## src/l2InitSweep.sv

```systemverilog
// L2 post-reset tag sweep
`default_nettype none

module l2InitSweep #(
	parameter int IndexBits = 8
) (
	input wire logic clock,
	input wire logic reset,

	output logic sweepBusy,
	output logic [IndexBits-1:0] sweepIndex
);

	localparam logic [IndexBits-1:0] LastIndex = {IndexBits{1'b1}};

	// ************************************************************
	// Index counter
	// ************************************************************

	// One entry per cycle for exactly 2^IndexBits cycles
	always_ff @(posedge clock)
	begin
		if (reset)
		begin
			sweepBusy <= 1'b1;
			sweepIndex <= '0;
		end
		else if (sweepBusy)
		begin
			sweepIndex <= sweepIndex + 1'b1;
			if (sweepIndex == LastIndex)
				sweepBusy <= 1'b0;
		end
	end

endmodule

`default_nettype wire

```

## config.mk

```make
export PLATFORM = sky130hd
export DESIGN_NAME = l2InitSweep
export DESIGN_NICKNAME = d
export VERILOG_FILES = /design/src/l2InitSweep.sv
export SDC_FILE = /design/constraint.sdc
export NUM_CORES = 1
export LEC_CHECK = 0
export BUFFER_PORTS_ARGS = -buffer_cell sky130_fd_sc_hd__buf_2
export CAP_MARGIN = 20
export CORE_AREA = 2 2 39 41
export DETAILED_ROUTE_END_ITERATION = 16
export DIE_AREA = 0 0 41 43
export PLACE_DENSITY = 0.6
export REMOVE_ABC_BUFFERS = 1
export SLEW_MARGIN = 10
export SYNTH_ARGS = -nofsm -noshare
export SYNTH_HDL_FRONTEND = slang
export SYNTH_SLANG_ARGS = --single-unit
export TNS_END_PERCENT = 50
```

## constraint.sdc

```tcl
create_clock -name clock -period 1.4 [get_ports clock]
set_input_delay 0.28 -clock clock [delete_from_list [all_inputs] [get_ports clock]]
set_output_delay 0.28 -clock clock [all_outputs]
set_load 0.1 [all_outputs]
```

# Word level (Yosys, flattened, before mapping)
# Cells that the tools add are included.
# word_totals
regBits,9
out_inout_bits,9
rom_bits,0
n_memories,0
ramBits,0
latch_bits,0
input_bits,2
# op_classes
mux,2
shift,0
n_div,0
n_bitwise,0
eq_ne,1
multipliers,0
add_sub_neg,1
reduce_logical,0
magnitude_cmp,0
# ops
op,n
8-bit by 1-bit adder with 8-bit output (second input constant),1
8-bit == test (second input constant),1
1-bit two-way mux,2

# Logic depth before layout (Yosys ltp)
# depth
word_depth,3
ltp_mapped,4
depth_no_buf,4

# Worst setup path before layout
# No wires, ideal clock.
# synth_timing
path_type,register to register
startpoint,reg sweepIndex[0]
endpoint,reg sweepIndex[6]
synth_period_minus_slack_ps,1990
required_ps,1330
arrival_ps,1920
slack_ps,-590
setup_ps,70
stages_incl_launch_ff,5
path_buffers,0
path_cell_list,dfxtp_1 -> ha_1 -> nand3_1 -> or3_1 -> a21oi_1
# synth_via
elab_chain_len,1
# synth_rtl
item,line_no,text
"start, declared",11,output logic [IndexBits-1:0] sweepIndex
"start signal, assigned",30,sweepIndex <= sweepIndex + 1'b1;
8-bit by 1-bit adder with 8-bit output,30,
# Every way passes these cells.
# A chain may end at the register's enable or synchronous reset.

# Worst setup path after layout
# layout_timing
startpoint,reg sweepIndex[7]
endpoint,out sweepIndex[7]
# No word-level cell between the ends.

==> flow_summary.yaml <==
synthesis:
  syn_area_per_cell_um2: 9.09
  synth_top_cell_by_area: "dfxtp_1"
  yosysTopAreaCellShare_pct: 48.3
  synth_seq_cells: 9
  synthesis.area_um2: 373
  ys_seq_area_share_pct: 48.3
  yosysWarnings: 0
  synth_area_leaders: "dfxtp_1 (48%), xor2_1 (7.0%), o21ai_0 (5.4%)"
  synth_cell_types: 16
  synthCells: 41
sta:
  maxSlewViolCount: 0
  max_freq_mhz: 741
  timing.setup.tns_ps: 0
  fin_crit_sh_pct: 96.4
  hold_viol_final: 0
  finalCriticalPeriod_ps: 1350
  rsz0062_at_grt: "no"
  skew_ps: 3.33
  slew_headroom_pct: 68.0
  setup_viol: 0
  max_slew.worst_pin.slew_ps: 483
finish:
  diodes: 0
  fin_nets: 62
  layout_commonest_cell: "dfxtp_1"
  final_cell_mix: "dfxtp_1 (9), buf_12 (6), nor2_1 (5), buf_4 (5)"
  syn_to_final_growth_pct: 58.4
  drive_gt1_share_pct: 32.8
route:
  route.vias.total: 350
  totalWireLength_um: 768
  drt_iter0_markers: 4
  drtAntennaViolNets: 0
  dr.pass1.iters: 2
  vias_per_cell: 4.73
  wl_per_cell_um: 10.4
  drt_drc_violations_left: 0
power_and_ir_drop:
  p_int_w: 0.000420
  p_comb_share_pct: 20.5
  leakage_nw: 0.257
  switchingPower_w: 0.000177
  power.share.switching_pct: 29.7
  ir_drop_uv: 643
  p_total_w: 0.000597
  p_seq_share_pct: 45.4
  p_per_area_mw_per_mm2: 1010
  clock_power_share_pct: 34.1
setup_path:
  max_stage_delay_ps: 440
  end_kind: "output port"
  path_delay_family: "buffers and inverters"
  crit_buf_inv: 1
  cp.required_ps: 1120
  worstPathArrival_ps: 1070
  path_cells: "buf_2"
  path_max_fanout: 4
  path_class: "flop to output port"
  setup.worst_path.start_class: "flop"
  cp_slowest_cell: "buf_2"
floorplanning:
  die_area_mm2: 0.00176
  die_w_um: 41
  core_mm2: 0.00138
  die_h_um: 43
  initial_core_util_pct: 26.9
  io_pins: 11
  rows: 14
cts:
  htreeDepth: 1
  clk_latency_ps: 260
  cts_sinks: 9
  cts_max_path_buffers: 2
  cts.clk_slew.worst_paths_ps: 60
  cts_tree: "yes"
  cts_buffers: 3
  postCtsSetupBuffers: 0
  root_buffer: "clkbuf_4"
placement:
  place.gp.congestion: 0.769
  place_hpwl_um: 584
  portBuffers: 10
global_routing:
  gr-total-overflow: 0
  grt_antenna_before_repair: 0
  grt_pass1_wl_um: 1240
  track_usage_pct: 11.2
  grt_start_max_net_pins: 10
  grt_pass1_vias: 292
run:
  drv_cap: 0
min_path:
  min_path_type: "input pin to flop"
outcome:
  status: "completed"
[state kept, by name, indices dropped and copies added (netlist names)]
name	count
sweepBusy	1
sweepIndex	8
[cells in the mapped netlist (all sizes together)]
cell and number:
xor2 3, or3 3, nand3 3, nand2 2
a21oi 3, dfxtp 9, mux2i 1, nand2b 1
nand4 3, nor2 5, buf 1, o21ai 4
xnor2 1, ha 1, clkbuf 1
[metal layers]
| layer | wire length [um] | track usage [%] |
|---|---|---|
| met3 | 74 | 9.95 |
| met2 | 328 | 12.5 |
| met5 | 0 | 0 |
| met4 | 13 | 6.00 |
| met1 | 352 | 14.0 |
[metrics by stage]
stage	area, um2	std cells	util (%)	hold WS [ps]	setup slack [ps]
2_1_floorplan	364	39	-	349	-599
3_3_place_gp	562	70	40.6	488	147
3_5_place_dp	562	70	40.6	497	132
4_1_cts	588	74	42.5	294	18.4
5_1_grt	591	74	42.7	295	1.33
6_report	591	74	42.7	305	50.0
[what timing repair did]
action | CTS | global route
resized for setup | 0 | 1
hold buffers | 0 | 0
endpoints found under the setup margin | 0 | 1
[cell families after synthesis]
group,Yosys count,synth area share [%]
mux,1,2.68
buf+inv,2,2.35
fa+ha+maj,1,3.36
flops,9,48.3
compound gates,7,9.40
xor+xnor,4,9.40
simple gates,17,24.5
[worst reg2reg max path, delay by kind of cell (launching register included)]
family          cells  cell delay, ps
simple gates        2             480
flops               1             370
fa+ha+maj           1             220
compound gates      1             140
[power groups by stage]
| stage | Clock (W) | Sequential (W) | Combinational (W) |
|---|---|---|---|
| 4_1_cts | 0.000216 | 0.000271 | 0.000124 |
| 6_report | 0.000203 | 0.000271 | 0.000122 |
| 3_3_place_gp | 0 | 0.000277 | 0.000122 |
| 3_5_place_dp | 0 | 0.000277 | 0.000123 |
| 2_1_floorplan | 0 | 0.000332 | 0.0000145 |
| 5_1_grt | 0.000227 | 0.000273 | 0.000128 |
[final cells by class]
| class | count | area [um2] |
|---|---|---|
| fillers | 140 | 793 |
| multi-input cells | 30 | 184 |
| flip-flops and latches | 9 | 180 |
| repair buffers | 15 | 180 |
| clock buffers | 4 | 26.3 |
| well taps | 16 | 20.0 |
[final timing paths]
kind / startpoint / endpoint / slack [ps] / cells after the start
worst max-delay path: sweepIndex[7] / sweepIndex[7] / 50 / 1
worst min-delay path: reset / sweepIndex[6] / 300 / 2
worst max register to register: sweepIndex[0] / sweepIndex[6] / 130 / 4
worst min register to register: sweepIndex[6] / sweepIndex[6] / 510 / 2
No activity file was read; power rests on OpenSTA's default activity.
