## config.mk

```make
export PLATFORM = sky130hd
export DESIGN_NAME = l2TileArray
export DESIGN_NICKNAME = d
export VERILOG_FILES = /design/src/l2TileArray.sv
export SDC_FILE = /design/constraint.sdc
export NUM_CORES = 2
export LEC_CHECK = 0
export BUFFER_PORTS_ARGS = -buffer_cell sky130_fd_sc_hd__buf_2
export CAP_MARGIN = 40
export CELL_PAD_IN_SITES_DETAIL_PLACEMENT = 0
export CELL_PAD_IN_SITES_GLOBAL_PLACEMENT = 1
export CORE_ASPECT_RATIO = 2
export CORE_MARGIN = 2
export CORE_UTILIZATION = 56
export DETAILED_ROUTE_END_ITERATION = 16
export GPL_ROUTABILITY_DRIVEN = 0
export PLACE_DENSITY = 0.89
export SYNTH_ARGS = -nofsm -noshare
export SYNTH_HDL_FRONTEND = slang
export SYNTH_SLANG_ARGS = --single-unit
```

## constraint.sdc

```tcl
create_clock -name clock -period 2.81 [get_ports clock]
set_input_delay 0 -clock clock [delete_from_list [all_inputs] [get_ports clock]]
set_output_delay 0 -clock clock [all_outputs]
set_load 0.02 [all_outputs]
```

## src/l2TileArray.sv

```systemverilog
// L2 way storage array
`default_nettype none

module l2TileArray #(
	parameter int IndexBits = 8,
	parameter type PayloadT = logic [7:0]
) (
	input wire logic clock,

	input wire logic [IndexBits-1:0] readIndex,
	output PayloadT readData,

	input wire logic writeEnable,
	input wire logic [IndexBits-1:0] writeIndex,
	input wire PayloadT writeData
);

	localparam int Depth = 2 ** IndexBits;

	PayloadT mem [Depth];

	// ************************************************************
	// Synchronous write, registered read
	// ************************************************************

	always_ff @(posedge clock)
	begin
		if (writeEnable)
			mem[writeIndex] <= writeData;
	end

	// New data is forwarded when read and write hit the same entry
	always_ff @(posedge clock)
	begin
		if (writeEnable && (writeIndex == readIndex))
			readData <= writeData;
		else
			readData <= mem[readIndex];
	end

	// Write index comes from the sweep or the lookup and must be known
	writeIndexKnown: assert property (
		@(posedge clock) writeEnable |-> !$isunknown(writeIndex)
	) else $error("L2 array write with unknown index");

endmodule

`default_nettype wire

```

## After elaboration in Yosys (flattened, before gate mapping)

Memories as Yosys holds them, arrays and structs flattened. A register that Yosys moved wholly into a read port is not among the register bits.
Index checks and enable logic that the tools add are counted.

| word-level totals | value |
|---|---|
| register bits | 0 |
| bits in writable memories | 2048 |
| bits of input ports | 26 |
| output and inout port bits | 8 |
| memories | 1 |

| operators by class | value |
|---|---|
| mux-type cells | 2 |

Memories:

| name | words | width | read ports | clocked after Yosys merged registers in | write ports | RTL line | source |
|---|---|---|---|---|---|---|---|
| mem | 256 | 8 | 1 | 1 | 1 | 20 | `PayloadT mem [Depth];` |

Operators with widths:

| operator | number |
|---|---|
| 1-bit two-way mux | 2 |

## Longest topological paths before layout

| depth | value |
|---|---|
| depth after elaboration | 2 |
| mapped depth | 11 |
| mapped depth without buffers | 6 |

## Worst setup path before layout

No wires, ideal clock.

| path | value |
|---|---|
| kind | reg-to-output |
| from | register (tool-made name) |
| to | output readData[3] (netlist name) |
| cell stages (with the launch flop) | 10 |
| slack | 0.404 ns |
| data required time | 2.810 ns |
| arrival | 2.406 ns |
| cells stage by stage | dfxtp_1 > buf_2 > buf_4 > or2b_1 > buf_1 > o221ai_1 > a21oi_1 > o32ai_1 > nor3_1 > nor4_1 |

RTL lines:

| item | RTL line | source |
|---|---|---|
| end, declared | 11 | `output PayloadT readData,` |

==> run metrics <==
outcome finished with violations; violated checks setup timing; Slew HR 25.6%; Core Box Area 0.141 mm^2; Post-Syn Area per Cell about 21 um^2; total grt overflow 0; max FFs per register slightly above 2000; root buffer cell clkbuf_16; Final Routed Wirelength roughly 230 mm; Vias 44456; DRC viols 0; All-Layer GR Usage 32.1%; post-synthesis compound-gate area fraction between 3 and 4%; period utilization 138%; Hold Path Depth 2; minimum clock period 3.89 ns; largest net degree at the start of global routing around 160; initial antenna violation count 6; mux contribution to synthesized area between 10 and 15%; layout cell share with drive strength beyond 1 33.7%; Final WS setup -1.08 ns; I/O Buffers 33; worst slew pin tran 1.12 ns; worst-path maximum fanout 13; Max Slew Vio Count 0; biggest regs mem (2048); Vias/cell 6.97; Post-DRT Antenna Nets 0; Rows 195; Clock transition at path regs around 0.07 ns; RSZ-0062 raised after global routing true; HP Class input port to flip-flop; Leak 30.1 nW; utilization after layout 66.4%; pre-CTS setup slack -0.587 ns; max-cap violation count 0; Synth Area in XOR/XNOR 0%; Synth warnings 0; CP cell instances buf_12, buf_4, buf_16, buf_12, mux4_2, a22oi_1, a21oi_1, nor4_2, nor4_4, buf_2; worst hold start writeData[0]; Arrival @ worst endpoint 3.89 ns; die width 271 um; Synth cell types 55; Critical Path Sink Type output pin; final setup fails 8; Worst VDD drop 0.891 mV; Initial DRC Count 6874; hold worst-path end mem[216][0]$_DFFE_PP_; register bank with the most flops mem; Max Clock Freq 0.257 GHz; CTS sink cnt 2056; Power Density 655 mW/mm^2; simple-gate share of the synthesized area 2.63%; fillers 8127; Crit-path slowest cell a21oi_1; Synth Register Bits 2056; EDFF count, synth 2048; post-synth net total between 3000 and 4000; IO Pins 34; Max clock buf depth 4; vias in the first global route 45446; area grow syn2layout 17.8%; H-tree depth 4; Setup CP Type flip-flop to output pin; Routed WL per cell about 37 um; die height about 540 um; predominant post-synthesis flop cell edfxtp_1; DRT Pass-1 Iters 6; Mapped Cells 3733; Critical Path Source Type flip-flop; Worst path max stage delay about 0.87 ns; Final Hold Viols 0; Critical Path RT ~2.8 ns; die area around 0.15 mm^2; Synth async-reset ratio 0%; most frequent CP cell buf_12; TritonCTS buffer count 165; first-pass GRT wire length 329 mm; Synth Area in Adders 0%; Post-Syn Area 0.0796 mm^2; starting density of the core 56.4%; main combinational cell family by area after synthesis multiplexers; CTS tree yes; HPWL Detailed 137 mm; final net count 4412; sequential fraction of the synthesis area 77.5%
==> Yosys cell counts, drive strengths merged (2+ instances only) <==
cell	instances	area share (%)
edfxtp	2048	77
mux4	456	13
nor2	282	1.3
mux2i	134	1.7
a22oi	133	1.3
buf	122	1.3
clkbuf	111	0.52
a21oi	96	0.60
o221ai	47	0.53
nand3	34	0.21
nand2	33	0.16
nor2b	31	0.24
o22ai	28	0.22
nor4	27	0.24
nor3	22	0.14
a211oi	16	0.15
a221oi	14	0.16
o21ai	12	0.075
nand4	10	0.079
o211ai	10	0.094
a22o	8	0.088
dfxtp	8	0.20
nand2b	8	0.063
and2	6	0.047
a2111oi	5	0.066
o22a	5	0.055
o32ai	5	0.064
or2	4	0.031
a311oi	2	0.022
a31oi	2	0.016
and3b	2	0.022
nand3b	2	0.019
==> report_power, final <==
part	leakage [nW]	switching, mW	total [mW]	internal (mW)
logic	9.09	2.46	4.11	1.65
registers	18.5	0.0459	33.8	33.8
clock network	2.55	10.8	23.4	12.7
total	30.1	13.3	61.3	48.1
==> metal layers <==
| metal | global-route usage, % | routed length, um |
|---|---|---|
| met1 | 32.9 | 64100 |
| met2 | 56.0 | 120000 |
| met3 | 6.35 | 23400 |
| met4 | 27.6 | 25700 |
| met5 | 0 | 13 |
==> per-stage QoR <==
step	cells	cell area (um^2)	hold WS (ns)	setup TNS [ns]	power (mW)
finish	6382	93700	0.0423	-7.51	61.3
global route	6376	93700	0.0455	-7.63	62.3
CTS	6343	93000	0.00660	-6.72	61.0
detailed placement	5984	85900	0.104	-2.96	37.9
global placement	5982	85900	0.104	-3.08	37.8
floorplan	3733	79600	0.0277	0	36.1
==> logic make-up (layout without fill, tap and decap cells) <==
logic type             Yosys count  count (layout)
buffers and inverters          235            1006
flip-flops                    2056            2056
other                            0               7
multiplexers                   591             591
AO/OA/AOI/OAI                  385             385
AND/OR/NAND/NOR                466             466
==> layout by cell type, fill, tap and decap left out, types with 19 or more instances in the layout <==
cell type	netlist	layout
buf_12	8	76
clkinv_2	0	25
nand2_1	33	32
clkinv_1	1	25
a22oi_1	133	97
o22ai_1	28	28
nor2b_1	31	26
a22oi_2	0	36
clkbuf_16	0	167
o221ai_1	46	42
dlygate4sd3_1	0	35
nor2_1	282	271
mux2i_1	134	131
buf_2	31	20
clkbuf_1	111	33
mux4_2	454	454
buf_4	27	524
nand3_1	34	32
a21oi_1	96	71
bufinv_16	0	19
edfxtp_1	2048	2048
a21oi_2	0	21
buf_6	21	23
==> critical path, delay by kind of cell, from the launching register on <==
family | cells | cell delay (ns)
AOI/OAI and AO/OA | 2 | 0.97
buffers and inverters | 5 | 0.87
DFF | 1 | 0.48
muxes | 1 | 0.21
and+or+nand+nor | 2 | 0.50
==> repair_timing <==
action	in CTS	in global routing
buffers inserted	32	32
endpoints found under the hold margin	869	0
endpoints found under the setup margin	8	8
gates resized for setup	171	86
gates cloned	11	1
pin swaps	39	40
hold buffers	35	0
==> worst max path at each step <==
stage / end / slack, ns / cells after the start
final: readData[6] / -1.08 / 10
after global placement: readData[4] / -0.77 / 11
after CTS: readData[2] / -0.94 / 11
after detailed placement: readData[2] / -0.59 / 11
after floorplan: readData[3] / 0.40 / 9
after global routing: readData[6] / -1.12 / 9
==> layout make-up <==
cell class	count	area [um^2]	area share, %
timing repair buffer	719	7030	7.50
clock buffer	199	4280	4.57
sequential	2056	61700	65.8
inverter	2	7.51	0.00801
multi-input combinational	1442	17400	18.6
clock inverter	86	948	1.01
tap	1871	2340	2.50
antenna	7	17.5	0.0187
(Power assumes the default switching activity.)
