===== config.mk =====
export PLATFORM = sky130hd
export DESIGN_NAME = l2MissSequencer
export DESIGN_NICKNAME = d
export VERILOG_FILES = /design/src/l2CachePkg.sv /design/src/l2MissSequencer.sv
export SDC_FILE = /design/constraint.sdc
export NUM_CORES = 1
export LEC_CHECK = 0
export BUFFER_PORTS_ARGS = -buffer_cell sky130_fd_sc_hd__buf_2
export CAP_MARGIN = 20
export CORE_AREA = 2 2 239 241
export CTS_CLUSTER_DIAMETER = 100
export CTS_CLUSTER_SIZE = 12
export DETAILED_ROUTE_END_ITERATION = 10
export DIE_AREA = 0 0 241 243
export SYNTH_ARGS = -nofsm -noshare
export SYNTH_HDL_FRONTEND = slang
export SYNTH_SLANG_ARGS = --single-unit

===== constraint.sdc =====
create_clock -name clock -period 6.7 [get_ports clock]
set_input_delay 1.675 -clock clock [delete_from_list [all_inputs] [get_ports clock]]
set_output_delay 1.675 -clock clock [all_outputs]
set_load 0.03 [all_outputs]

===== src/l2CachePkg.sv =====
// L2 tile cache definitions
`default_nettype none

package l2CachePkg;

	// ************************************************************
	// Memory port opcodes
	// ************************************************************

	// Idle, no request on the port
	localparam logic [4:0] opmReady = 5'b00000;

	// Whole-tile transfers
	localparam logic [4:0] opmRdTile = 5'b01111;
	localparam logic [4:0] opmWrTile = 5'b10111;

	// ************************************************************
	// Status codes returned by the answering side
	// ************************************************************

	// Nothing in progress
	localparam logic [1:0] okReady = 2'b00;

	// Request done, read data valid
	localparam logic [1:0] okOk = 2'b01;

	// Busy, requester keeps its inputs stable
	localparam logic [1:0] okHold = 2'b10;

	// ************************************************************
	// Widths and payload types
	// ************************************************************

	// Byte address seen on both ports
	localparam int AddrBits = 32;

	// A tile is 16 bytes
	localparam int TileOffsetBits = 4;
	localparam int TileBits = 128;

	// Byte address bits 31 down to 4
	localparam int TileAddrBits = AddrBits - TileOffsetBits;

	typedef logic [TileBits-1:0] tileT;

	// One tag array entry
	typedef struct packed {
		logic [TileAddrBits-1:0] addr;
		logic valid;
		logic dirty;
	} tagEntryT;

endpackage

`default_nettype wire


===== src/l2MissSequencer.sv =====
// L2 miss sequencer on the DDR port
`default_nettype none

module l2MissSequencer (
	input wire logic clock,
	input wire logic reset,

	input wire logic missStart,
	input wire logic victimDirty,
	input wire logic [l2CachePkg::TileAddrBits-1:0] victimAddr,
	input wire l2CachePkg::tileT victimData,
	input wire logic [l2CachePkg::TileAddrBits-1:0] reqAddr,
	input wire logic reqIsWrite,

	output logic refillDone,
	output l2CachePkg::tileT refillData,

	output logic [l2CachePkg::AddrBits-1:0] ddrMemAddr,
	output logic [4:0] ddrMemOpm,
	output l2CachePkg::tileT ddrMemDataOut,
	input wire l2CachePkg::tileT ddrMemDataIn,
	input wire logic [1:0] ddrMemOK
);

	typedef enum logic [2:0] {
		stIdle,
		stWriteback,
		stWritebackDrain,
		stRead,
		stReadDrain,
		stDone
	} stateT;

	stateT state;
	logic [l2CachePkg::TileAddrBits-1:0] fillAddr;
	logic fillIsWrite;

	function automatic logic [l2CachePkg::AddrBits-1:0] byteAddr(
		input logic [l2CachePkg::TileAddrBits-1:0] tileAddr
	);
		return {tileAddr, {l2CachePkg::TileOffsetBits{1'b0}}};
	endfunction

	// ************************************************************
	// Transaction FSM
	// ************************************************************

	always_ff @(posedge clock)
	begin
		if (reset)
		begin
			state <= stIdle;
			ddrMemOpm <= l2CachePkg::opmReady;
		end
		else
		begin
			case (state)
				stIdle:
					if (missStart)
					begin
						if (victimDirty)
						begin
							ddrMemOpm <= l2CachePkg::opmWrTile;
							state <= stWriteback;
						end
						else if (!reqIsWrite)
						begin
							ddrMemOpm <= l2CachePkg::opmRdTile;
							state <= stRead;
						end
						else
							state <= stDone;
					end
				stWriteback:
					if (ddrMemOK == l2CachePkg::okOk)
					begin
						ddrMemOpm <= l2CachePkg::opmReady;
						state <= stWritebackDrain;
					end
				stWritebackDrain:
					if (ddrMemOK == l2CachePkg::okReady)
					begin
						// Full-tile write needs no fetch
						if (fillIsWrite)
							state <= stDone;
						else
						begin
							ddrMemOpm <= l2CachePkg::opmRdTile;
							state <= stRead;
						end
					end
				stRead:
					if (ddrMemOK == l2CachePkg::okOk)
					begin
						ddrMemOpm <= l2CachePkg::opmReady;
						state <= stReadDrain;
					end
				stReadDrain:
					if (ddrMemOK == l2CachePkg::okReady)
						state <= stDone;
				default:
					state <= stIdle;
			endcase
		end
	end

	assign refillDone = (state == stDone);

	// ************************************************************
	// Address and data registers
	// ************************************************************

	always_ff @(posedge clock)
	begin
		if ((state == stIdle) && missStart)
		begin
			fillAddr <= reqAddr;
			fillIsWrite <= reqIsWrite;
			ddrMemDataOut <= victimData;
			ddrMemAddr <= byteAddr(victimDirty ? victimAddr : reqAddr);
		end
		else if ((state == stWritebackDrain) && (ddrMemOK == l2CachePkg::okReady))
			ddrMemAddr <= byteAddr(fillAddr);

		if ((state == stRead) && (ddrMemOK == l2CachePkg::okOk))
			refillData <= ddrMemDataIn;
	end

	// DDR side relies on the request staying put through HOLD
	ddrStableOnHold: assert property (
		@(posedge clock) disable iff (reset)
		(ddrMemOK == l2CachePkg::okHold) |=> $stable(ddrMemOpm) && $stable(ddrMemAddr)
			&& ((ddrMemOpm != l2CachePkg::opmWrTile) || $stable(ddrMemDataOut))
	) else $error("L2 DDR request changed during HOLD");

endmodule

`default_nettype wire


* Word-level counts from Yosys, hierarchy flattened
Index checks and enable logic that the tools add are counted.
** Operators by class
- Add/sub/neg operators :: 0
- Multiply operators :: 0
- Divide/modulo/power cells :: 0
- $lt $le $gt $ge :: 0
- Equal/unequal tests :: 14
- Shift-type cells :: 0
- Multiplexer cells :: 19
- Bitwise operators :: 0
- Reduce and logical (&&, ||, !) cells :: 10
** Operators by type and width (count)
- 32-bit two-way mux :: 2
- 5-bit two-way mux :: 6
- 28-bit two-way mux :: 1
- 3-bit two-way mux :: 8
- 3-bit case mux with 5 select lines :: 1
- 5-bit case mux with 3 select lines :: 1
- 2-bit != test (second input constant) :: 6
- 3-bit by 2-bit == test with 1-bit output (second input constant) :: 2
- 3-bit == test (second input constant) :: 2
- 6-bit AND reduction :: 1
- 5-bit AND reduction :: 1
- 3-bit by 1-bit == test with 1-bit output (second input constant) :: 1
- 1-bit logical AND :: 3
- 3-bit logical NOT :: 1
- 3-bit != test (second input constant) :: 1
- 3-bit nonzero test :: 1
- 2-bit by 1-bit == test with 1-bit output (second input constant) :: 1
- 2-bit logical NOT :: 1
- 2-bit by 1-bit != test with 1-bit output (second input constant) :: 1
- 2-bit nonzero test :: 1
- 2-bit OR reduction :: 1
** Word-level totals
- Flip-flop bits (word level) :: 321
- Bits in latches :: 0
- Bits in writable memories :: 0
- ROM bits :: 0
- Word-level logic and storage cells :: 50
- Memories :: 0

* Logic depth before layout (Yosys ltp)
Gate-level depths: netlist (run 1).
- Word-level depth :: 4
- Gate-level depth with buffers :: 5

* Worst setup path before layout (run 1)
OpenSTA, ideal clock, no wires.
- Path kind :: input to register
- Start point :: input ddrMemOK[1]
- End point :: register refillData[0] (enable)
- Data arrival time :: 4.956 ns
- Required time :: 6.197 ns
- Path slack :: 1.241 ns
- Cell stages on the path :: 2
- Buffers on the path :: 0
- Cells stage by stage :: and3b_1 and3_1
** Between the ends
- Word-level cells in the longest chain between the ends :: 2
** Ends and longest elaborated chain
- from (decl) :: line l2MissSequencer.sv:22 : input wire logic [1:0] ddrMemOK
- 2-bit by 1-bit == test with 1-bit output :: line l2MissSequencer.sv:125 : if ((state == stRead) && (ddrMemOK == l2CachePkg::okOk))
- 1-bit logical AND :: line l2MissSequencer.sv:125
- to (signal assigned) :: line l2MissSequencer.sv:126 : refillData <= ddrMemDataIn;
- to (decl) :: line l2MissSequencer.sv:16 : output l2CachePkg::tileT refillData,
No other way between the ends.
A chain may end at the register's enable or synchronous reset.

* Worst setup path in the final report (run 1)
- Start point :: register state[2]
- End point :: output refillDone
** Between the ends
- Word-level cells in the longest chain between the ends :: 1
** Ends and longest elaborated chain
- from (decl) :: line l2MissSequencer.sv:34 : stateT state;
- from (signal assigned) :: line l2MissSequencer.sv:52 : state <= stIdle;
- from (signal assigned) :: line l2MissSequencer.sv:64 : state <= stWriteback;
- from (signal assigned) :: line l2MissSequencer.sv:69 : state <= stRead;
- 3-bit == test :: line l2MissSequencer.sv:107 : assign refillDone = (state == stDone);
- to (decl) :: line l2MissSequencer.sv:15 : output logic refillDone,
No other way between the ends.

==> metrics.txt, run 1 <==
VDD IR max 0.245 mV; number of H-tree levels 2; worst r2r src state[1]; worst setup path class reg -> out; largest net degree at the start of global routing 164; vias per cell 3.64; fin crit period 3.37 ns; TritonRoute pass-1 iters 4; top_reg_cell synth edfxtp_1; crit path DAT 1.69 ns; Critical-path top delay cell dfxtp_1; routed length per instance 17.2 µm; PortBufs 608; initial antenna violation count 11; yosys warns 0; CTS Hold Bufs 0; Hold Path Origin ddrMemOpm[2]; vias in the first global route 6974; Placer Congestion 0.810; CTS sink cnt 319; Core Region 56000 µm²; Reg2Reg Setup Slack 4.41 ns; r2r worst-path depth 3; simple-gate share of the synthesized area 0.0225; Hold Path End ddrMemOpm[2]; Setup Skew 0.0230 ns; fin util 0.276; post-synthesis adder-cell area fraction 0; Async SR Flop Fraction 0; compound-gate portion of the synthesized area 0.0256; maxcap violations 0; Max stage delay on crit path 0.60 ns; Clock transition at path regs 0.07 ns; leak pwr 6.24 nW; register area share after synthesis 0.911; postcts setup bufs 0; crit share post-route 0.502; status finished clean; Num CTS Buffers 34; Max Fclk 297 MHz; CP startpoint kind flip-flop; grt total ovfl 0; CP Data Required Time 5.03 ns; DRC 0; Slew headroom 0.335; Routed Antenna Nets 0; post-CTS sizing 0; Gate Count Post-Synth 467; Hold Path Depth 2; final setup TNS 0 ns; first-pass GRT wire length 43500 µm; Area Overhead vs Synth 47.6%; die area 58600 µm²; initial core utilization 0.187; Root Driver clkbuf_16; Final Max Slew Viols 0; Final Hold Vio Count 0; later-pin clock latency in the skew report 0.53 ns; layout cells sized above 1 0.593; Die Span X 241 µm; floorplan row count 87; Synth Area in XOR/XNOR 0; crit-path max FO 11; IO Pins 613; fin nets 1419; crit-path cells inv_2 -> nor3_1 -> buf_2; cell area after synthesis 10400 µm²; mux contribution to synthesized area 0.0298; Synth Register Bits 319; setup violators final 0; Global Route Usage Sum 0.102; power density over the cells 400 nW/µm²; Post-synth EDFFs 313; DRT iter0 DRCs 243; Hold Path Class reg -> reg; WL final 32200 µm; RSZ-0062 raised after global routing false; CTS tree built; r2r endpoint ddrMemDataOut[64]; Syn Area/Cell 22.4 µm²; main combinational cell family by area after synthesis multiplexers; DR vias 6807; Yosys cell types 34; Die H 243 µm; DP HPWL 24800 µm; Slew @ Worst Pin 0.998 ns; Critical Path Sink Type primary output; clock buffer depth 3
==> per-layer routing <==
| layer | GRT usage | up-vias | share of wire |
|---|---|---|---|
| met3 | 0.0478 | 57 | 0.12 |
| met2 | 0.177 | 423 | 0.49 |
| met4 | 0.0370 | 16 | 0.024 |
| met1 | 0.109 | 3217 | 0.36 |
| met5 | 0 | - | 0.0032 |
| li1 | - | 3094 | - |
==> critical path: cells and delay by family, from the launching register on <==
family                 cells  cell delay [ns]
flip-flops                 1             0.60
AND/OR/NAND/NOR            1             0.21
buffers and inverters      2             0.35
==> cell usage in the layout, fill, tap and decap left out, types with 2 or more instances in the layout <==
cell type,netlist,final
o21ai_1,2,2
clkbuf_1,10,7
dfxtp_1,6,6
mux2i_1,30,30
inv_2,2,2
diode_2,0,3
o21ai_0,4,4
nor2_1,33,33
buf_2,2,608
nor4b_1,2,2
and2_1,2,2
buf_4,7,3
edfxtp_1,313,313
clkbuf_16,0,37
conb_1,1,4
nor3_1,3,2
inv_8,0,2
a21oi_1,31,31
buf_12,0,2
==> logic make-up (layout without fill, tap and decap cells) <==
| group | count (synthesis) | in the layout |
|---|---|---|
| mux | 31 | 31 |
| flops | 319 | 319 |
| other cells | 1 | 7 |
| buf+inv | 21 | 663 |
| simple gates | 49 | 49 |
| compound gates | 46 | 46 |
==> worst max path at each step <==
stage                start             to  slack, ns  cells past startpoint
2_1_floorplan  ddrMemOK[1]  refillData[0]       1.24                      2
3_3_place_gp   victimDirty   ddrMemOpm[3]       3.10                      5
3_5_place_dp   victimDirty   ddrMemOpm[3]       3.07                      5
4_1_cts           state[2]     refillDone       3.30                      3
5_1_grt           state[0]     refillDone       3.22                      3
6_report          state[2]     refillDone       3.33                      3
==> report_power, final <==
part / switching, mW / internal [mW] / total (mW)
sequential: 0.142 / 2.73 / 2.87
clock: 0.743 / 0.995 / 1.74
combinational: 1.18 / 0.380 / 1.56
==> through the flow <==
| stage | total power [mW] | hold WS (ns) | cells | area [µm²] | setup WS (ns) |
|---|---|---|---|---|---|
| after floorplan | 3.91 | 0.542 | 470 | 10500 | 1.24 |
| after global placement | 4.47 | 0.493 | 1820 | 14400 | 3.10 |
| after detailed placement | 4.50 | 0.505 | 1820 | 14400 | 3.07 |
| after CTS | 6.29 | 0.517 | 1868 | 15400 | 3.30 |
| after global routing | 6.45 | 0.543 | 1868 | 15400 | 3.22 |
| final | 6.17 | 0.511 | 1871 | 15400 | 3.33 |
==> synth_stat cells, drive strengths merged, types with 2 or more instances <==
| cell type | instances | share of area |
|---|---|---|
| mux2i | 30 | 0.029 |
| inv | 2 | 0.00072 |
| nor3 | 3 | 0.0014 |
| a21oi | 31 | 0.015 |
| dfxtp | 6 | 0.012 |
| nor4b | 3 | 0.0031 |
| o21ai | 6 | 0.0029 |
| nor2 | 33 | 0.012 |
| clkbuf | 10 | 0.0036 |
| and2 | 2 | 0.0012 |
| buf | 9 | 0.0060 |
| edfxtp | 313 | 0.90 |
==> flip-flops by register name, summed over array words and instances (netlist names) <==
register       cells
ddrMemDataOut    128
fillAddr          28
state              3
ddrMemAddr        28
fillIsWrite        1
refillData       128
ddrMemOpm          3
==> cell type report <==
cell class              count  area (µm²)
clock buffers              44         952
diodes                      3        7.51
multi-input cells         130         848
repair buffers            613        3110
well taps                 756         946
fillers                  5778       40500
flip-flops and latches    319        9520
inverters                   2        7.51
clock inverters             4        35.0
No activity file was read; power rests on OpenSTA's default activity.
==> run 2, diff against run 1 <==
Clock period 6.7 ns to 3.3 ns, I/O delays scaled along.
==> run 2 against run 1 <==
- setup slack got worse by 2.6 ns
- die area unchanged
- core utilization about the same
- sequential power increased by 100%
- clock skew decreased by 0.0023 ns
- first-iteration DRC count increased by 14%
- power increased by 97%
- via count increased by 0.87%
- critical endpoint unchanged
- highest routed layer unchanged
==> metrics.txt, run 2 (same netlist as run 1, synthesis figures left out) <==
Hold Path Origin victimData[53]; IO Pins 613 (unchanged); vias per cell 3.65 (+0.28%); Max stage delay on crit path 0.64 ns (+0.04 ns); Global Route Usage Sum 0.107 (+0.00485); Worst path top cell family by delay flip-flops; DRC 0 (unchanged); clock buffer depth 3 (unchanged); grt total ovfl 0 (unchanged); vias in the first global route 7088 (+1.6%); Hold Path Depth 1 (-1); crit-path max FO 11 (unchanged); DR vias 6866 (+0.87%); CP Data Required Time 2.47 ns (-2.56 ns); Hold Path End ddrMemDataOut[53]; WP depth 3 (unchanged); crit share post-route 0.786; Setup Skew 0.0208 ns (-0.00225 ns); r2r endpoint refillData[0]; CTS sink cnt 319 (unchanged); fin nets 1427 (+0.56%); status finished clean; Core Region 56000 µm² (unchanged); WL final 34000 µm (+5.9%); Non-Filler Instances 1882 (+0.59%); post-CTS sizing 0 (unchanged); crit path DAT 1.77 ns (+0.08 ns); initial antenna violation count 15 (+4); initial core utilization 0.187 (unchanged); DP HPWL 27200 µm (+9.6%); Hold Slack 0.422 ns (-0.0898 ns); Tot Pwr 12.2 mW (+97%); power density over the cells 790 nW/µm² (+98%); Final Hold Vio Count 0 (unchanged); CTS Hold Bufs 0 (unchanged); die area 58600 µm² (unchanged); postcts setup bufs 0 (unchanged); CP startpoint kind flip-flop; worst setup path class reg -> out; largest net degree at the start of global routing 52 (-68%); Slew headroom 0.605 (+0.270); routed length per instance 18.1 µm (+5.3%); worst r2r src state[0]; layout cells sized above 1 0.592 (-0.000662); Max Fclk 385 MHz; first-pass GRT wire length 45700 µm (+5.0%); biggest regs ddrMemDataOut x128, refillData x128; most frequent cells in the layout 608 x buf_2, 313 x edfxtp_1, 33 x nor2_1; Hold Path Class in -> reg; fillers 5750 (-0.48%); CTS tree built; Placer Congestion 0.826 (+2.0%); Die Span X 241 µm (unchanged); Buf/Inv on CP 2 (unchanged); Placed Instances 1832 (+0.66%); Area Overhead vs Synth 47.5%; Root Driver clkbuf_16; Die H 243 µm (unchanged); number of H-tree levels 1 (-1); VDD IR max 0.496 mV (+100%); Place WS 0.871 ns (-2.20 ns); Reg2Reg Setup Slack 1.10 ns (-3.31 ns); maxcap violations 0 (unchanged); Final Max Slew Viols 0 (unchanged); Num CTS Buffers 30 (-12%); Critical Path Sink Type primary output; DRT iter0 DRCs 277 (+14%); TritonRoute pass-1 iters 4 (unchanged); fin worst setup slack 0.706 ns (-2.63 ns); most common cell after layout, fill and taps aside buf_2; final setup TNS 0 ns (unchanged); RSZ-0062 raised after global routing false; r2r worst-path depth 3 (unchanged); setup violators final 0 (unchanged); Critical-path top delay cell dfxtp_1; leak pwr 6.23 nW (-0.20%); later-pin clock latency in the skew report 0.57 ns (+0.04 ns); fin crit period 2.59 ns; floorplan row count 87 (unchanged); PortBufs 608 (unchanged); Slew @ Worst Pin 0.592 ns (-0.406 ns); crit-path cells inv_2 -> nor3_1 -> buf_2; Clock transition at path regs 0.06 ns (about the same); Routed Antenna Nets 0 (unchanged)
run 2: power breakdown:
| group | switching [mW] | internal, mW | total (mW) | leakage, nW |
|---|---|---|---|---|
| registers | 0.292 | 5.51 | 5.81 | 2.96 |
| clock network | 1.40 | 1.69 | 3.10 | 0.396 |
| logic | 2.43 | 0.839 | 3.27 | 2.87 |
run 2: how the worst max path moves through the flow:
| stage | startpoint | endpoint | slack, ns |
|---|---|---|---|
| detailed placement | ddrMemOK[1] | refillData[59] | 0.87 |
| CTS | state[2] | refillDone | 0.68 |
| floorplan | ddrMemOK[1] | refillData[0] | 0.15 |
| finish | state[2] | refillDone | 0.71 |
| global route | state[2] | refillDone | 0.63 |
| global placement | ddrMemOK[1] | refillData[75] | 0.88 |
run 2: per-layer routing:
| metal | GRT usage | vias up | wire length, µm |
|---|---|---|---|
| met1 | 0.111 | 3250 | 12200 |
| met5 | 0 | - | 106 |
| met4 | 0.0341 | 16 | 995 |
| li1 | - | 3116 | - |
| met2 | 0.190 | 425 | 16800 |
| met3 | 0.0503 | 59 | 3960 |
run 2: cell type report:
cell class | instances | area (µm²) | share of cell area
Timing Repair Buffer | 625 | 3230 | 0.210
Inverter | 2 | 7.51 | 0.000487
Tap cell | 756 | 946 | 0.0614
Sequential cell | 319 | 9520 | 0.618
Antenna cell | 6 | 15.0 | 0.000975
Multi-Input combinational cell | 130 | 855 | 0.0555
Clock buffer | 43 | 821 | 0.0533
Clock inverter | 1 | 7.51 | 0.000487
run 2: worst reg2reg max path, cell delays in order (launching register included):
cell	delay (ns)
dfxtp_1	0.70
and3b_1	0.34
and3_4	0.55
buf_12	0.29
run 2: per-stage QoR:
stage | area [µm²] | utilization
final | 15400 | 0.275
after detailed placement | 14600 | 0.260
after floorplan | 10500 | -
after global routing | 15400 | 0.275
after CTS | 15400 | 0.275
after global placement | 14600 | 0.260
