File: src/l2CachePkg.sv
// L2 tile cache definitions
`default_nettype none

package l2CachePkg;

	// ************************************************************
	// Memory port opcodes
	// ************************************************************

	// Idle, no request on the port
	localparam logic [4:0] opmReady = 5'b00000;

	// Whole-tile transfers
	localparam logic [4:0] opmRdTile = 5'b01111;
	localparam logic [4:0] opmWrTile = 5'b10111;

	// ************************************************************
	// Status codes returned by the answering side
	// ************************************************************

	// Nothing in progress
	localparam logic [1:0] okReady = 2'b00;

	// Request done, read data valid
	localparam logic [1:0] okOk = 2'b01;

	// Busy, requester keeps its inputs stable
	localparam logic [1:0] okHold = 2'b10;

	// ************************************************************
	// Widths and payload types
	// ************************************************************

	// Byte address seen on both ports
	localparam int AddrBits = 32;

	// A tile is 16 bytes
	localparam int TileOffsetBits = 4;
	localparam int TileBits = 128;

	// Byte address bits 31 down to 4
	localparam int TileAddrBits = AddrBits - TileOffsetBits;

	typedef logic [TileBits-1:0] tileT;

	// One tag array entry
	typedef struct packed {
		logic [TileAddrBits-1:0] addr;
		logic valid;
		logic dirty;
	} tagEntryT;

endpackage

`default_nettype wire

File: src/l2TileLookup.sv
// L2 request lookup and way update
`default_nettype none

module l2TileLookup #(
	parameter int IndexBits = 8
) (
	input wire logic clock,
	input wire logic reset,

	input wire logic [l2CachePkg::AddrBits-1:0] memAddr,
	input wire logic [4:0] memOpm,
	input wire l2CachePkg::tileT memDataIn,
	output l2CachePkg::tileT memDataOut,
	output logic [1:0] memOK,

	input wire logic sweepBusy,

	output logic [IndexBits-1:0] readIndex,
	input wire l2CachePkg::tagEntryT tagA,
	input wire l2CachePkg::tagEntryT tagB,
	input wire l2CachePkg::tileT dataA,
	input wire l2CachePkg::tileT dataB,

	output logic tagWriteEnable,
	output logic [IndexBits-1:0] tagWriteIndex,
	output l2CachePkg::tagEntryT tagWriteA,
	output l2CachePkg::tagEntryT tagWriteB,
	output l2CachePkg::tileT dataWriteA,
	output l2CachePkg::tileT dataWriteB,

	output logic missStart,
	output logic victimDirty,
	output logic [l2CachePkg::TileAddrBits-1:0] victimAddr,
	output l2CachePkg::tileT victimData,
	output logic [l2CachePkg::TileAddrBits-1:0] reqAddr,
	output logic reqIsWrite,
	input wire logic refillDone,
	input wire l2CachePkg::tileT refillData
);

	logic [4:0] reqOpm;
	l2CachePkg::tileT reqData;
	logic [IndexBits-1:0] reqIndex;
	logic missPending;
	logic isAccess;
	logic hitA;
	logic hitB;
	logic hit;
	logic hold;
	logic newDirty;

	// ************************************************************
	// Request register
	// ************************************************************

	always_ff @(posedge clock)
	begin
		if (reset)
			reqOpm <= l2CachePkg::opmReady;
		else if (!hold)
			reqOpm <= memOpm;
	end

	always_ff @(posedge clock)
	begin
		if (!hold)
		begin
			reqAddr <= memAddr[l2CachePkg::AddrBits-1:l2CachePkg::TileOffsetBits];
			reqData <= memDataIn;
		end
	end

	assign reqIndex = reqAddr[IndexBits-1:0];
	assign reqIsWrite = (reqOpm == l2CachePkg::opmWrTile);
	assign isAccess = reqIsWrite || (reqOpm == l2CachePkg::opmRdTile);

	// ************************************************************
	// Tag compare and hold
	// ************************************************************

	assign hitA = tagA.valid && (tagA.addr == reqAddr);
	assign hitB = tagB.valid && (tagB.addr == reqAddr);
	assign hit = hitA || hitB;

	// Stall while sweeping or until the miss is refilled
	assign hold = sweepBusy || (isAccess && !hit && !refillDone);

	// Keep reading the held index so the arrays track the install writes
	assign readIndex = hold ? reqIndex
		: memAddr[l2CachePkg::TileOffsetBits+IndexBits-1:l2CachePkg::TileOffsetBits];

	always_comb
	begin
		if (hold)
			memOK = l2CachePkg::okHold;
		else if (isAccess)
			memOK = l2CachePkg::okOk;
		else
			memOK = l2CachePkg::okReady;
	end

	// ************************************************************
	// Miss handoff
	// ************************************************************

	always_ff @(posedge clock)
	begin
		if (reset)
			missPending <= 1'b0;
		else if (missStart)
			missPending <= 1'b1;
		else if (refillDone)
			missPending <= 1'b0;
	end

	assign missStart = isAccess && !hit && !missPending && !sweepBusy;

	// Way B is always the one evicted
	assign victimDirty = tagB.valid && tagB.dirty;
	assign victimAddr = tagB.addr;
	assign victimData = dataB;

	// ************************************************************
	// Way writes
	// ************************************************************

	// Read hit in A leaves the set untouched
	assign tagWriteEnable = isAccess && ((hit && (hitB || reqIsWrite)) || refillDone);
	assign tagWriteIndex = reqIndex;

	assign newDirty = reqIsWrite || (hitA && tagA.dirty) || (hitB && tagB.dirty);

	always_comb
	begin
		tagWriteA.addr = reqAddr;
		tagWriteA.valid = 1'b1;
		tagWriteA.dirty = newDirty;
	end

	// Requested tile goes to A, the other one ends up in B
	always_comb
	begin
		if (reqIsWrite)
			dataWriteA = reqData;
		else if (hitA)
			dataWriteA = dataA;
		else if (hitB)
			dataWriteA = dataB;
		else
			dataWriteA = refillData;
	end

	assign tagWriteB = hitA ? tagB : tagA;
	assign dataWriteB = hitA ? dataB : dataA;

	assign memDataOut = dataWriteA;

	// The sequencer only finishes a miss that this side started
	refillOnlyWhenPending: assert property (
		@(posedge clock) disable iff (reset) refillDone |-> missPending
	) else $error("L2 refill without an outstanding miss");

endmodule

`default_nettype wire

File: config.mk
export PLATFORM = sky130hd
export DESIGN_NAME = l2TileLookup
export DESIGN_NICKNAME = d
export VERILOG_FILES = /design/src/l2CachePkg.sv /design/src/l2TileLookup.sv
export SDC_FILE = /design/constraint.sdc
export NUM_CORES = 1
export LEC_CHECK = 0
export BUFFER_PORTS_ARGS = -buffer_cell sky130_fd_sc_hd__buf_4
export CAP_MARGIN = 0
export CORE_AREA = 2 2 495 497
export CTS_CLUSTER_SIZE = 24
export DETAILED_ROUTE_END_ITERATION = 16
export DIE_AREA = 0 0 497 499
export PLACE_DENSITY = 0.3
export SYNTH_ARGS = -nofsm -noshare
export SYNTH_HDL_FRONTEND = slang
export SYNTH_SLANG_ARGS = --single-unit
File: constraint.sdc
create_clock -name clock -period 3.3 [get_ports clock]
set_input_delay 0.33 -clock clock [delete_from_list [all_inputs] [get_ports clock]]
set_output_delay 0.33 -clock clock [all_outputs]
set_load 0.02 [all_outputs]
## Yosys cells after proc, flatten, opt, wreduce, memory -nomap -nowiden

Cells that the tools add are included.
Widths: inputs -> output; s select.

| operators by class | value |
|---|---|
| add/sub/neg operators | 0 |
| multipliers | 0 |
| div/mod/pow operators | 0 |
| magnitude comparators | 0 |
| equality and inequality tests | 4 |
| shift operators | 0 |
| mux-type cells | 10 |
| bitwise logic cells | 0 |
| reduce and logical (&&, ||, !) cells | 23 |

Operators by type and width:

| kind | count |
|---|---|
| $mux 128 | 4 |
| $eq 28x28->1 | 2 |
| $mux 30 | 1 |
| $logic_and 1x1->1 | 11 |
| $mux 8 | 1 |
| $logic_or 1x1->1 | 7 |
| $eq 5x4->1 const B | 1 |
| $eq 5x5->1 const B | 1 |
| $logic_not 1->1 | 4 |
| $mux 1 | 3 |
| $mux 2 | 1 |
| $reduce_bool 2->1 | 1 |

| storage, ports and cells | value |
|---|---|
| bits in registers | 162 |
| latch bits | 0 |
| RAM bits | 0 |
| memory bits (read-only) | 0 |
| input port bits | 613 |
| output and inout port bits | 650 |
| word-level logic and storage cells | 41 |
| memories | 0 |

## Longest topological paths before layout

Gate-level depths: netlist of run 1.

| logic depth | value |
|---|---|
| depth after elaboration | 8 |
| mapped depth | 10 |

## Worst setup path after synthesis of run 1

Ideal clock, no wire load.

| timing path | value |
|---|---|
| kind | register -> output |
| start | register reqAddr[3] (netlist name) |
| end | output port readIndex[4] |
| arrival time | 3165 ps |
| required time | 2970 ps |
| path slack | -195 ps |
| cell stages (with the launch flop) | 8 |
| path buffers | 1 |
| path through | edfxtp_1 -> xor2_1 -> nor4_1 -> nand4_1 -> o31a_1 -> a31oi_4 -> buf_6 -> mux2_1 |

| on the way | value |
|---|---|
| cells in the longest elaborated chain, start to end | 8 |
| elaborated cells on any way between the ends | 10 |
| classes of those cells | eq/ne (2); mux (1); reduce/logical (7) |

Ends and longest elaborated chain:

| what | line | source |
|---|---|---|
| from (decl) | l2TileLookup.sv:35 | `output logic [l2CachePkg::TileAddrBits-1:0] reqAddr,` |
| from (signal assigned) | l2TileLookup.sv:68 | `reqAddr <= memAddr[l2CachePkg::AddrBits-1:l2CachePkg::TileOffsetBits];` |
| $eq 28x28->1 (on tied branches) | l2TileLookup.sv:81, l2TileLookup.sv:82 |  |
| $logic_and 1x1->1 (on tied branches) | l2TileLookup.sv:81, l2TileLookup.sv:82 |  |
| $logic_or 1x1->1 (*) | l2TileLookup.sv:83 | `assign hit = hitA \|\| hitB;` |
| $logic_not 1->1 (*) | l2TileLookup.sv:86 | `assign hold = sweepBusy \|\| (isAccess && !hit && !refillDone);` |
| $logic_and 1x1->1 (*) (2 in a row) | l2TileLookup.sv:86 |  |
| $logic_or 1x1->1 (*) | l2TileLookup.sv:86 |  |
| $mux 8 (*) | l2TileLookup.sv:89 | `assign readIndex = hold ? reqIndex` |
| to (decl) | l2TileLookup.sv:18 | `output logic [IndexBits-1:0] readIndex,` |

Mark *: on every way between the ends. The rest lies on a longest branch, timed or not.

## Worst setup path after layout of run 1

| timing path | value |
|---|---|
| start | register reqAddr[20] (netlist name) |
| end | output port memDataOut[84] |

| on the way | value |
|---|---|
| cells in the longest elaborated chain, start to end | 5 |
| elaborated cells on any way between the ends | 7 |
| classes of those cells | eq/ne (2); mux (3); reduce/logical (2) |

Ends and longest elaborated chain:

| what | line | source |
|---|---|---|
| $eq 28x28->1 | l2TileLookup.sv:82 | `assign hitB = tagB.valid && (tagB.addr == reqAddr);` |
| $logic_and 1x1->1 | l2TileLookup.sv:82 |  |
| $mux 128 | l2TileLookup.sv:147 | `else if (hitB)` |
| $mux 128 (*) | l2TileLookup.sv:145 | `else if (hitA)` |
| $mux 128 (*) | l2TileLookup.sv:143 | `if (reqIsWrite)` |
| to (decl) | l2TileLookup.sv:13 | `output l2CachePkg::tileT memDataOut,` |

Marks and branches as above.

==> impl_metrics.csv, run 1 <==
group,metric,value,unit
outcome,status,"complete, but fails checks",
outcome,violations,"negative setup slack",
layout,most-common-layout-cells,"buf_4 (1485), nand2_1 (259), o21ai_0 (240)",
timing,finalWorstSetupSlack,-0.569,ns
pwr,powerDensity,264,nW/um2
routing,routed_via_density,3.06,
routing,num_vias,19500,
routing,drt_pass1_iterations,5,
grt,first_global_vias,20100,
worst_setup_path,critPathRequiredTime,2.97,ns
layout,fillCellCount,28100,
grt,antenna_found_initial,83,
timing,finClkSkew,0.0315,ns
timing,rsz0062_at_grt,"yes",
yosys,netlist_area,14800,um2
worst_setup_path,path_max_fanout,25,
clocking,cts_sinks,162,
clocking,cts_buffers,17,
pwr,leakage,0.0144,uW
worst_setup_path,end_kind,"primary output",
yosys,yosysSeqAreaShare,0.326,
worst_setup_path,cp.arrival,3.54,ns
floorplan,core,243000,um2
worst_setup_path,cp_top_family,"buffers and inverters",
grt,track_usage,0.138,
timing,fin_crit,3.87,ns
routing,drt_iter0_drc,1141,
clocking,path_clk_slew,0.10,ns
floorplan,start_util,0.0608,
yosys,synth_cells,1816,
placement,dp_hpwl,157000,um
clocking,cts_root_buf,"clkbuf_16",
layout,final_util,0.133,
pwr,ir_drop,0.379,mV
yosys,syn_avg_cell_area,8.12,um2
clocking,cts_tree,"built",
layout,fin_nets,3758,
worst_setup_path,slowest_delay,0.45,ns
routing,routed_wirelength,179000,um
worst_setup_path,cp_slowest_cell,"edfxtp_1",
job,cap_violations,0,
worst_setup_path,crit_buf_inv,6,
yosys,synth.net_count,2429,
yosys,ys_warn_count,0,
floorplan,die_y,499,um
grt,gr-total-overflow,0,
layout,drive_above_1_share,0.580,
yosys,ys_ff_latch,162,
yosys,synth.largest_area_cell,"edfxtp_1",
yosys,synth_top_area_frac,0.318,
routing,wl_per_cell,28.1,um
floorplan,io_pins,1263,
hold_path,hold_path_class,"in -> reg",
timing,setup_violations,421,
floorplan,die_w,497,um
grt,grt_pass1_wl,222000,um
worst_setup_path,crit_top_cell,"buf_4",
timing,worst_pin_slew,0.627,ns
grt,grt_max_degree,67,
placement,place.gp.congestion,0.913,
layout,final_cell_area,32300,um2
timing,max_freq,0.258,GHz
clocking,cts_buffer_depth,2,
grt,gr-usage-met1,0.153,
clocking,htree_levels,4,
timing,fin_crit_sh,1.17,
yosys,async_reset_ff_frac,0,
grt,use_met3,0.0714,
worst_setup_path,crit_chain,"buf_4, xnor2_1, nand4_1, nor4_4, nand4_1, buf_4, buf_12, clkbuf_16, o211a_1, o21ai_0, buf_4, buf_8",
routing,ant_nets,0,
yosys,ys.flop_type,"edfxtp_1",
yosys,synthTopCellsByArea,"edfxtp_1 (32%), buf_4 (16%), o21ai_0 (12%)",
grt,top_usage_layer,"met2",
timing,relSlewSlack,0.582,
placement,placed_area,28000,um2
floorplan,dieArea,248000,um2
yosys,synth_edf_count,156,
worst_setup_path,path_class,"reg -> out",
placement,io_buffers,1257,
worst_setup_path,startpoint_type,"register",
floorplan,rows,181,
routing,drc,0,
layout,area_delta_synth_final,119,%
layout,layout_commonest_cell,"buf_4",
timing,drv_slew,0,
yosys,synth.distinct_cells,40,
clocking,clock_latency,0.57,ns
timing,hold_viol_final,0,
grt,gr-usage-met2,0.228,
logic make-up after synthesis:
| family | after synthesis | share of synthesized area |
|---|---|---|
| multiplexers | 42 | 0.0316 |
| AND/OR/NAND/NOR | 304 | 0.0850 |
| AO/OA/AOI/OAI | 649 | 0.288 |
| flip-flops | 162 | 0.326 |
| XOR/XNOR | 53 | 0.0315 |
| buffers and inverters | 605 | 0.238 |
| other | 1 | 0.000254 |
stage by stage:
stage / instances / worst slack [ns] / power (uW) / TNS [ns] / hold WS (ns)
finish: 6382 / -0.569 / 8530 / -133.41 / 0.0920
global route: 6368 / -0.708 / 8960 / -203.50 / 0.0506
detailed placement: 6120 / -0.935 / 5960 / -27.64 / 0.464
CTS: 6338 / -0.662 / 8740 / -194.28 / 0.0242
global placement: 6120 / -1.02 / 5970 / -34.51 / 0.454
floorplan: 1816 / 0.102 / 3870 / 0 / 0.429
where the power goes:
part	switching, uW	total, uW	internal, uW
clock network	1310	2350	1030
registers	72.2	2500	2430
logic	2030	3680	1650
per-layer routing:
layer	vias up	share of wire
li1	8755	-
met1	9483	0.39
met2	1041	0.47
met3	173	0.12
met4	58	0.029
met5	-	0.0019
timing repair:
action,in CTS,in global routing
setup endpoints to repair,444,466
resized for setup,263,164
pin swaps,22,24
setup buffers,20,16
cloned,4,6
hold buffers,162,0
endpoints found under the hold margin,162,0
synthesized netlist by cell type (all sizes together) (2+ instances only):
library cell / number
a21oi: 2
and2: 3
buf: 348
clkbuf: 121
dfxtp: 6
edfxtp: 156
inv: 136
mux2: 37
mux2i: 5
nand2: 259
nand2b: 12
nand3: 2
nand4: 8
nor2: 2
nor2b: 3
nor4: 8
o211a: 128
o21ai: 385
o31ai: 128
xnor2: 24
xor2: 29
flip-flops by register name (all words and copies together), names as in the netlist:
signal and cells:
reqOpm 5, reqData 128, reqAddr 28, missPending 1
final timing paths:
| kind | start | end | slack (ns) | depth (start not counted) |
|---|---|---|---|---|
| setup reg to reg | reqAddr[1] | reqData[60] | 0.14 | 10 |
| hold / removal | refillDone | missPending | 0.09 | 4 |
| setup / recovery | reqAddr[20] | memDataOut[84] | -0.57 | 12 |
| hold reg to reg | missPending | missPending | 0.48 | 2 |
worst reg2reg max path, cell delays in order (launching register included):
cell	delay [ns]
edfxtp_1	0.46
xor2_1	0.20
nor4_2	0.29
buf_4	0.18
nand4_1	0.19
buf_6	0.24
o31a_1	0.35
a31oi_4	0.24
buf_12	0.20
buf_12	0.23
buf_12	0.25
layout make-up:
cell class | count | area (um2) | share of cell area
antenna | 22 | 55.1 | 0.00171
clock buffer | 19 | 453 | 0.0140
clock inverter | 13 | 111 | 0.00345
inverter | 136 | 515 | 0.0160
multi-input combinational | 1049 | 7450 | 0.231
sequential | 162 | 4800 | 0.149
tap | 3202 | 4010 | 0.124
timing repair buffer | 1779 | 14900 | 0.461
Power figures use the tool's default switching activity.
==> run 2, diff against run 1 <==
--- a/config.mk
+++ b/config.mk
@@ -5,12 +5,12 @@
 export SDC_FILE = /design/constraint.sdc
 export NUM_CORES = 1
 export LEC_CHECK = 0
-export BUFFER_PORTS_ARGS = -buffer_cell sky130_fd_sc_hd__buf_4
-export CAP_MARGIN = 0
-export CORE_AREA = 2 2 495 497
+export CAP_MARGIN = 20
+export CORE_AREA = 2 2 498 500
 export CTS_CLUSTER_SIZE = 24
 export DETAILED_ROUTE_END_ITERATION = 16
-export DIE_AREA = 0 0 497 499
+export DIE_AREA = 0 0 500 502
+export DONT_BUFFER_PORTS = 1
 export PLACE_DENSITY = 0.3
 export SYNTH_ARGS = -nofsm -noshare
 export SYNTH_HDL_FRONTEND = slang
==> impl_metrics.csv, run 2 (synthesis results as in run 1) <==
group,metric,value,unit
outcome,status,"complete, but fails checks",
outcome,violations,"negative setup slack",
clocking,cts_buffer_depth,2,
placement,dpl.cell_count,5099,
timing,hold_viol_final,0,
timing,fin_crit,3.78,ns
floorplan,start_util,0.0601,
clocking,cts_sinks,162,
clocking,path_clk_slew,0.09,ns
layout,layout_commonest_cell,"buf_4",
placement,place.gp.congestion,0.928,
worst_setup_path,end_kind,"primary output",
clocking,cts_buffers,17,
timing,finClkSkew,0.0297,ns
pwr,ir_drop,0.311,mV
worst_setup_path,cp.arrival,3.45,ns
layout,top_register,"reqData",
hold_path,hold_path_class,"in -> reg",
pwr,leakage,0.00987,uW
pwr,internal-power,4610,uW
worst_setup_path,startpoint_type,"register",
grt,gr-total-overflow,0,
pwr,swShare,0.376,
floorplan,die_w,500,um
timing,relSlewSlack,0.404,
pwr,powerDensity,286,nW/um2
job,cap_violations,0,
routing,drt_iter0_drc,1281,
timing,final.setup.tns,-109.06,ns
placement,io_buffers,0,
grt,grt_pass1_wl,199000,um
layout,drive_above_1_share,0.396,
floorplan,core,245000,um2
timing,fin_crit_sh,1.14,
timing,rsz0062_at_grt,"yes",
clocking,htree_levels,4,
routing,num_vias,16400,
timing,whs,0.276,ns
routing,drt_pass1_iterations,5,
layout,area_delta_synth_final,75.3,%
timing,drv_slew,0,
pwr,pwr-share-seq,0.342,
pwr,p_comb_frac,0.312,
layout,fin_nets,2735,
clocking,cts_tree,"built",
layout,largestRegisters,"reqData: 128 flops, reqAddr: 28 flops, reqOpm: 5 flops",
grt,grt_max_degree,98,
floorplan,rows,182,
layout,final_cells,5407,
worst_setup_path,path_class,"reg -> out",
timing,worst_pin_slew,0.894,ns
grt,antenna_found_initial,142,
pwr,p_clk_frac,0.346,
worst_setup_path,path_max_fanout,64,
routing,wl_per_cell,31.5,um
routing,ant_nets,0,
layout,most-common-layout-cells,"buf_4 (387), nand2_1 (257), o21ai_0 (233)",
timing,finalWorstSetupSlack,-0.477,ns
floorplan,io_pins,1263,
timing,setup_violations,465,
grt,track_usage,0.127,
floorplan,dieArea,251000,um2
pwr,switchingPower,2780,uW
floorplan,die_y,502,um
clocking,cts_root_buf,"clkbuf_16",
routing,drc,0,
layout,largest_reg_flops,128,
routing,routed_via_density,3.04,
timing,max_freq,0.265,GHz
clocking,clock_latency,0.57,ns
routing,routed_wirelength,171000,um
placement,dp_hpwl,145000,um
worst_setup_path,critPathRequiredTime,2.97,ns
grt,first_global_vias,15700,
==> run 2: what timing repair did <==
| action | in CTS | in global routing |
|---|---|---|
| cloned | 4 | 13 |
| buffers inserted | 40 | 15 |
| endpoints found under the setup margin | 566 | 507 |
| gates resized for setup | 207 | 222 |
| endpoints found under the hold margin | 162 | 0 |
| pin swaps | 34 | 48 |
| hold buffers | 163 | 0 |
==> run 2: stage by stage <==
step / worst slack (ns) / cell area, um2 / total power, uW / utilization
final: -0.477 / 25900 / 7390 / 0.105
after CTS: -0.538 / 24500 / 7550 / 0.0998
after floorplan: 0.102 / 14800 / 3870 / -
after detailed placement: -0.237 / 20900 / 4530 / 0.0852
after global placement: -0.308 / 20900 / 4530 / 0.0852
after global routing: -0.585 / 25800 / 7750 / 0.105
==> run 2: metal layers <==
metal	up-vias	global-route usage	routed length, um
met3	430	0.0930	28900
met5	-	0	609
met2	1312	0.204	77500
met4	88	0.0590	9040
met1	7858	0.120	54500
li1	6757	-	-
==> run 2: worst paths after layout <==
path | startpoint | endpoint | slack (ns) | depth (start not counted)
max | reqAddr[10] | dataWriteA[61] | -0.48 | 10
min | sweepBusy | reqAddr[27] | 0.28 | 3
max reg2reg | reqAddr[10] | reqData[81] | -0.15 | 13
min reg2reg | reqOpm[2] | reqOpm[2] | 0.48 | 2
==> run 2: cell type report <==
type,instances,area [um2]
diodes,52,130
multi-input cells,1049,7820
clock buffers,17,425
clock inverters,15,196
well taps,3220,4030
inverters,136,518
repair buffers,756,7940
flip-flops and latches,162,4800
fillers,28400,219000
==> run 2: worst max-delay path: stages, from the launching register on <==
cell and delay (ns):
edfxtp_1 0.52, xor2_1 0.22, nor4_2 0.30, nand4_1 0.14, buf_6 0.17, buf_4 0.14, buf_12 0.16, o31ai_1 0.47
o211a_1 0.21, o21ai_2 0.06, buf_6 0.16
==> run 2: power by group through the flow <==
stage | combinational [uW] | sequential [uW] | clock [uW]
2_1_floorplan | 1300 | 2570 | 0
3_3_place_gp | 1940 | 2590 | 0
3_5_place_dp | 1940 | 2590 | 0
4_1_cts | 2260 | 2530 | 2770
5_1_grt | 2440 | 2540 | 2770
6_report | 2310 | 2530 | 2550
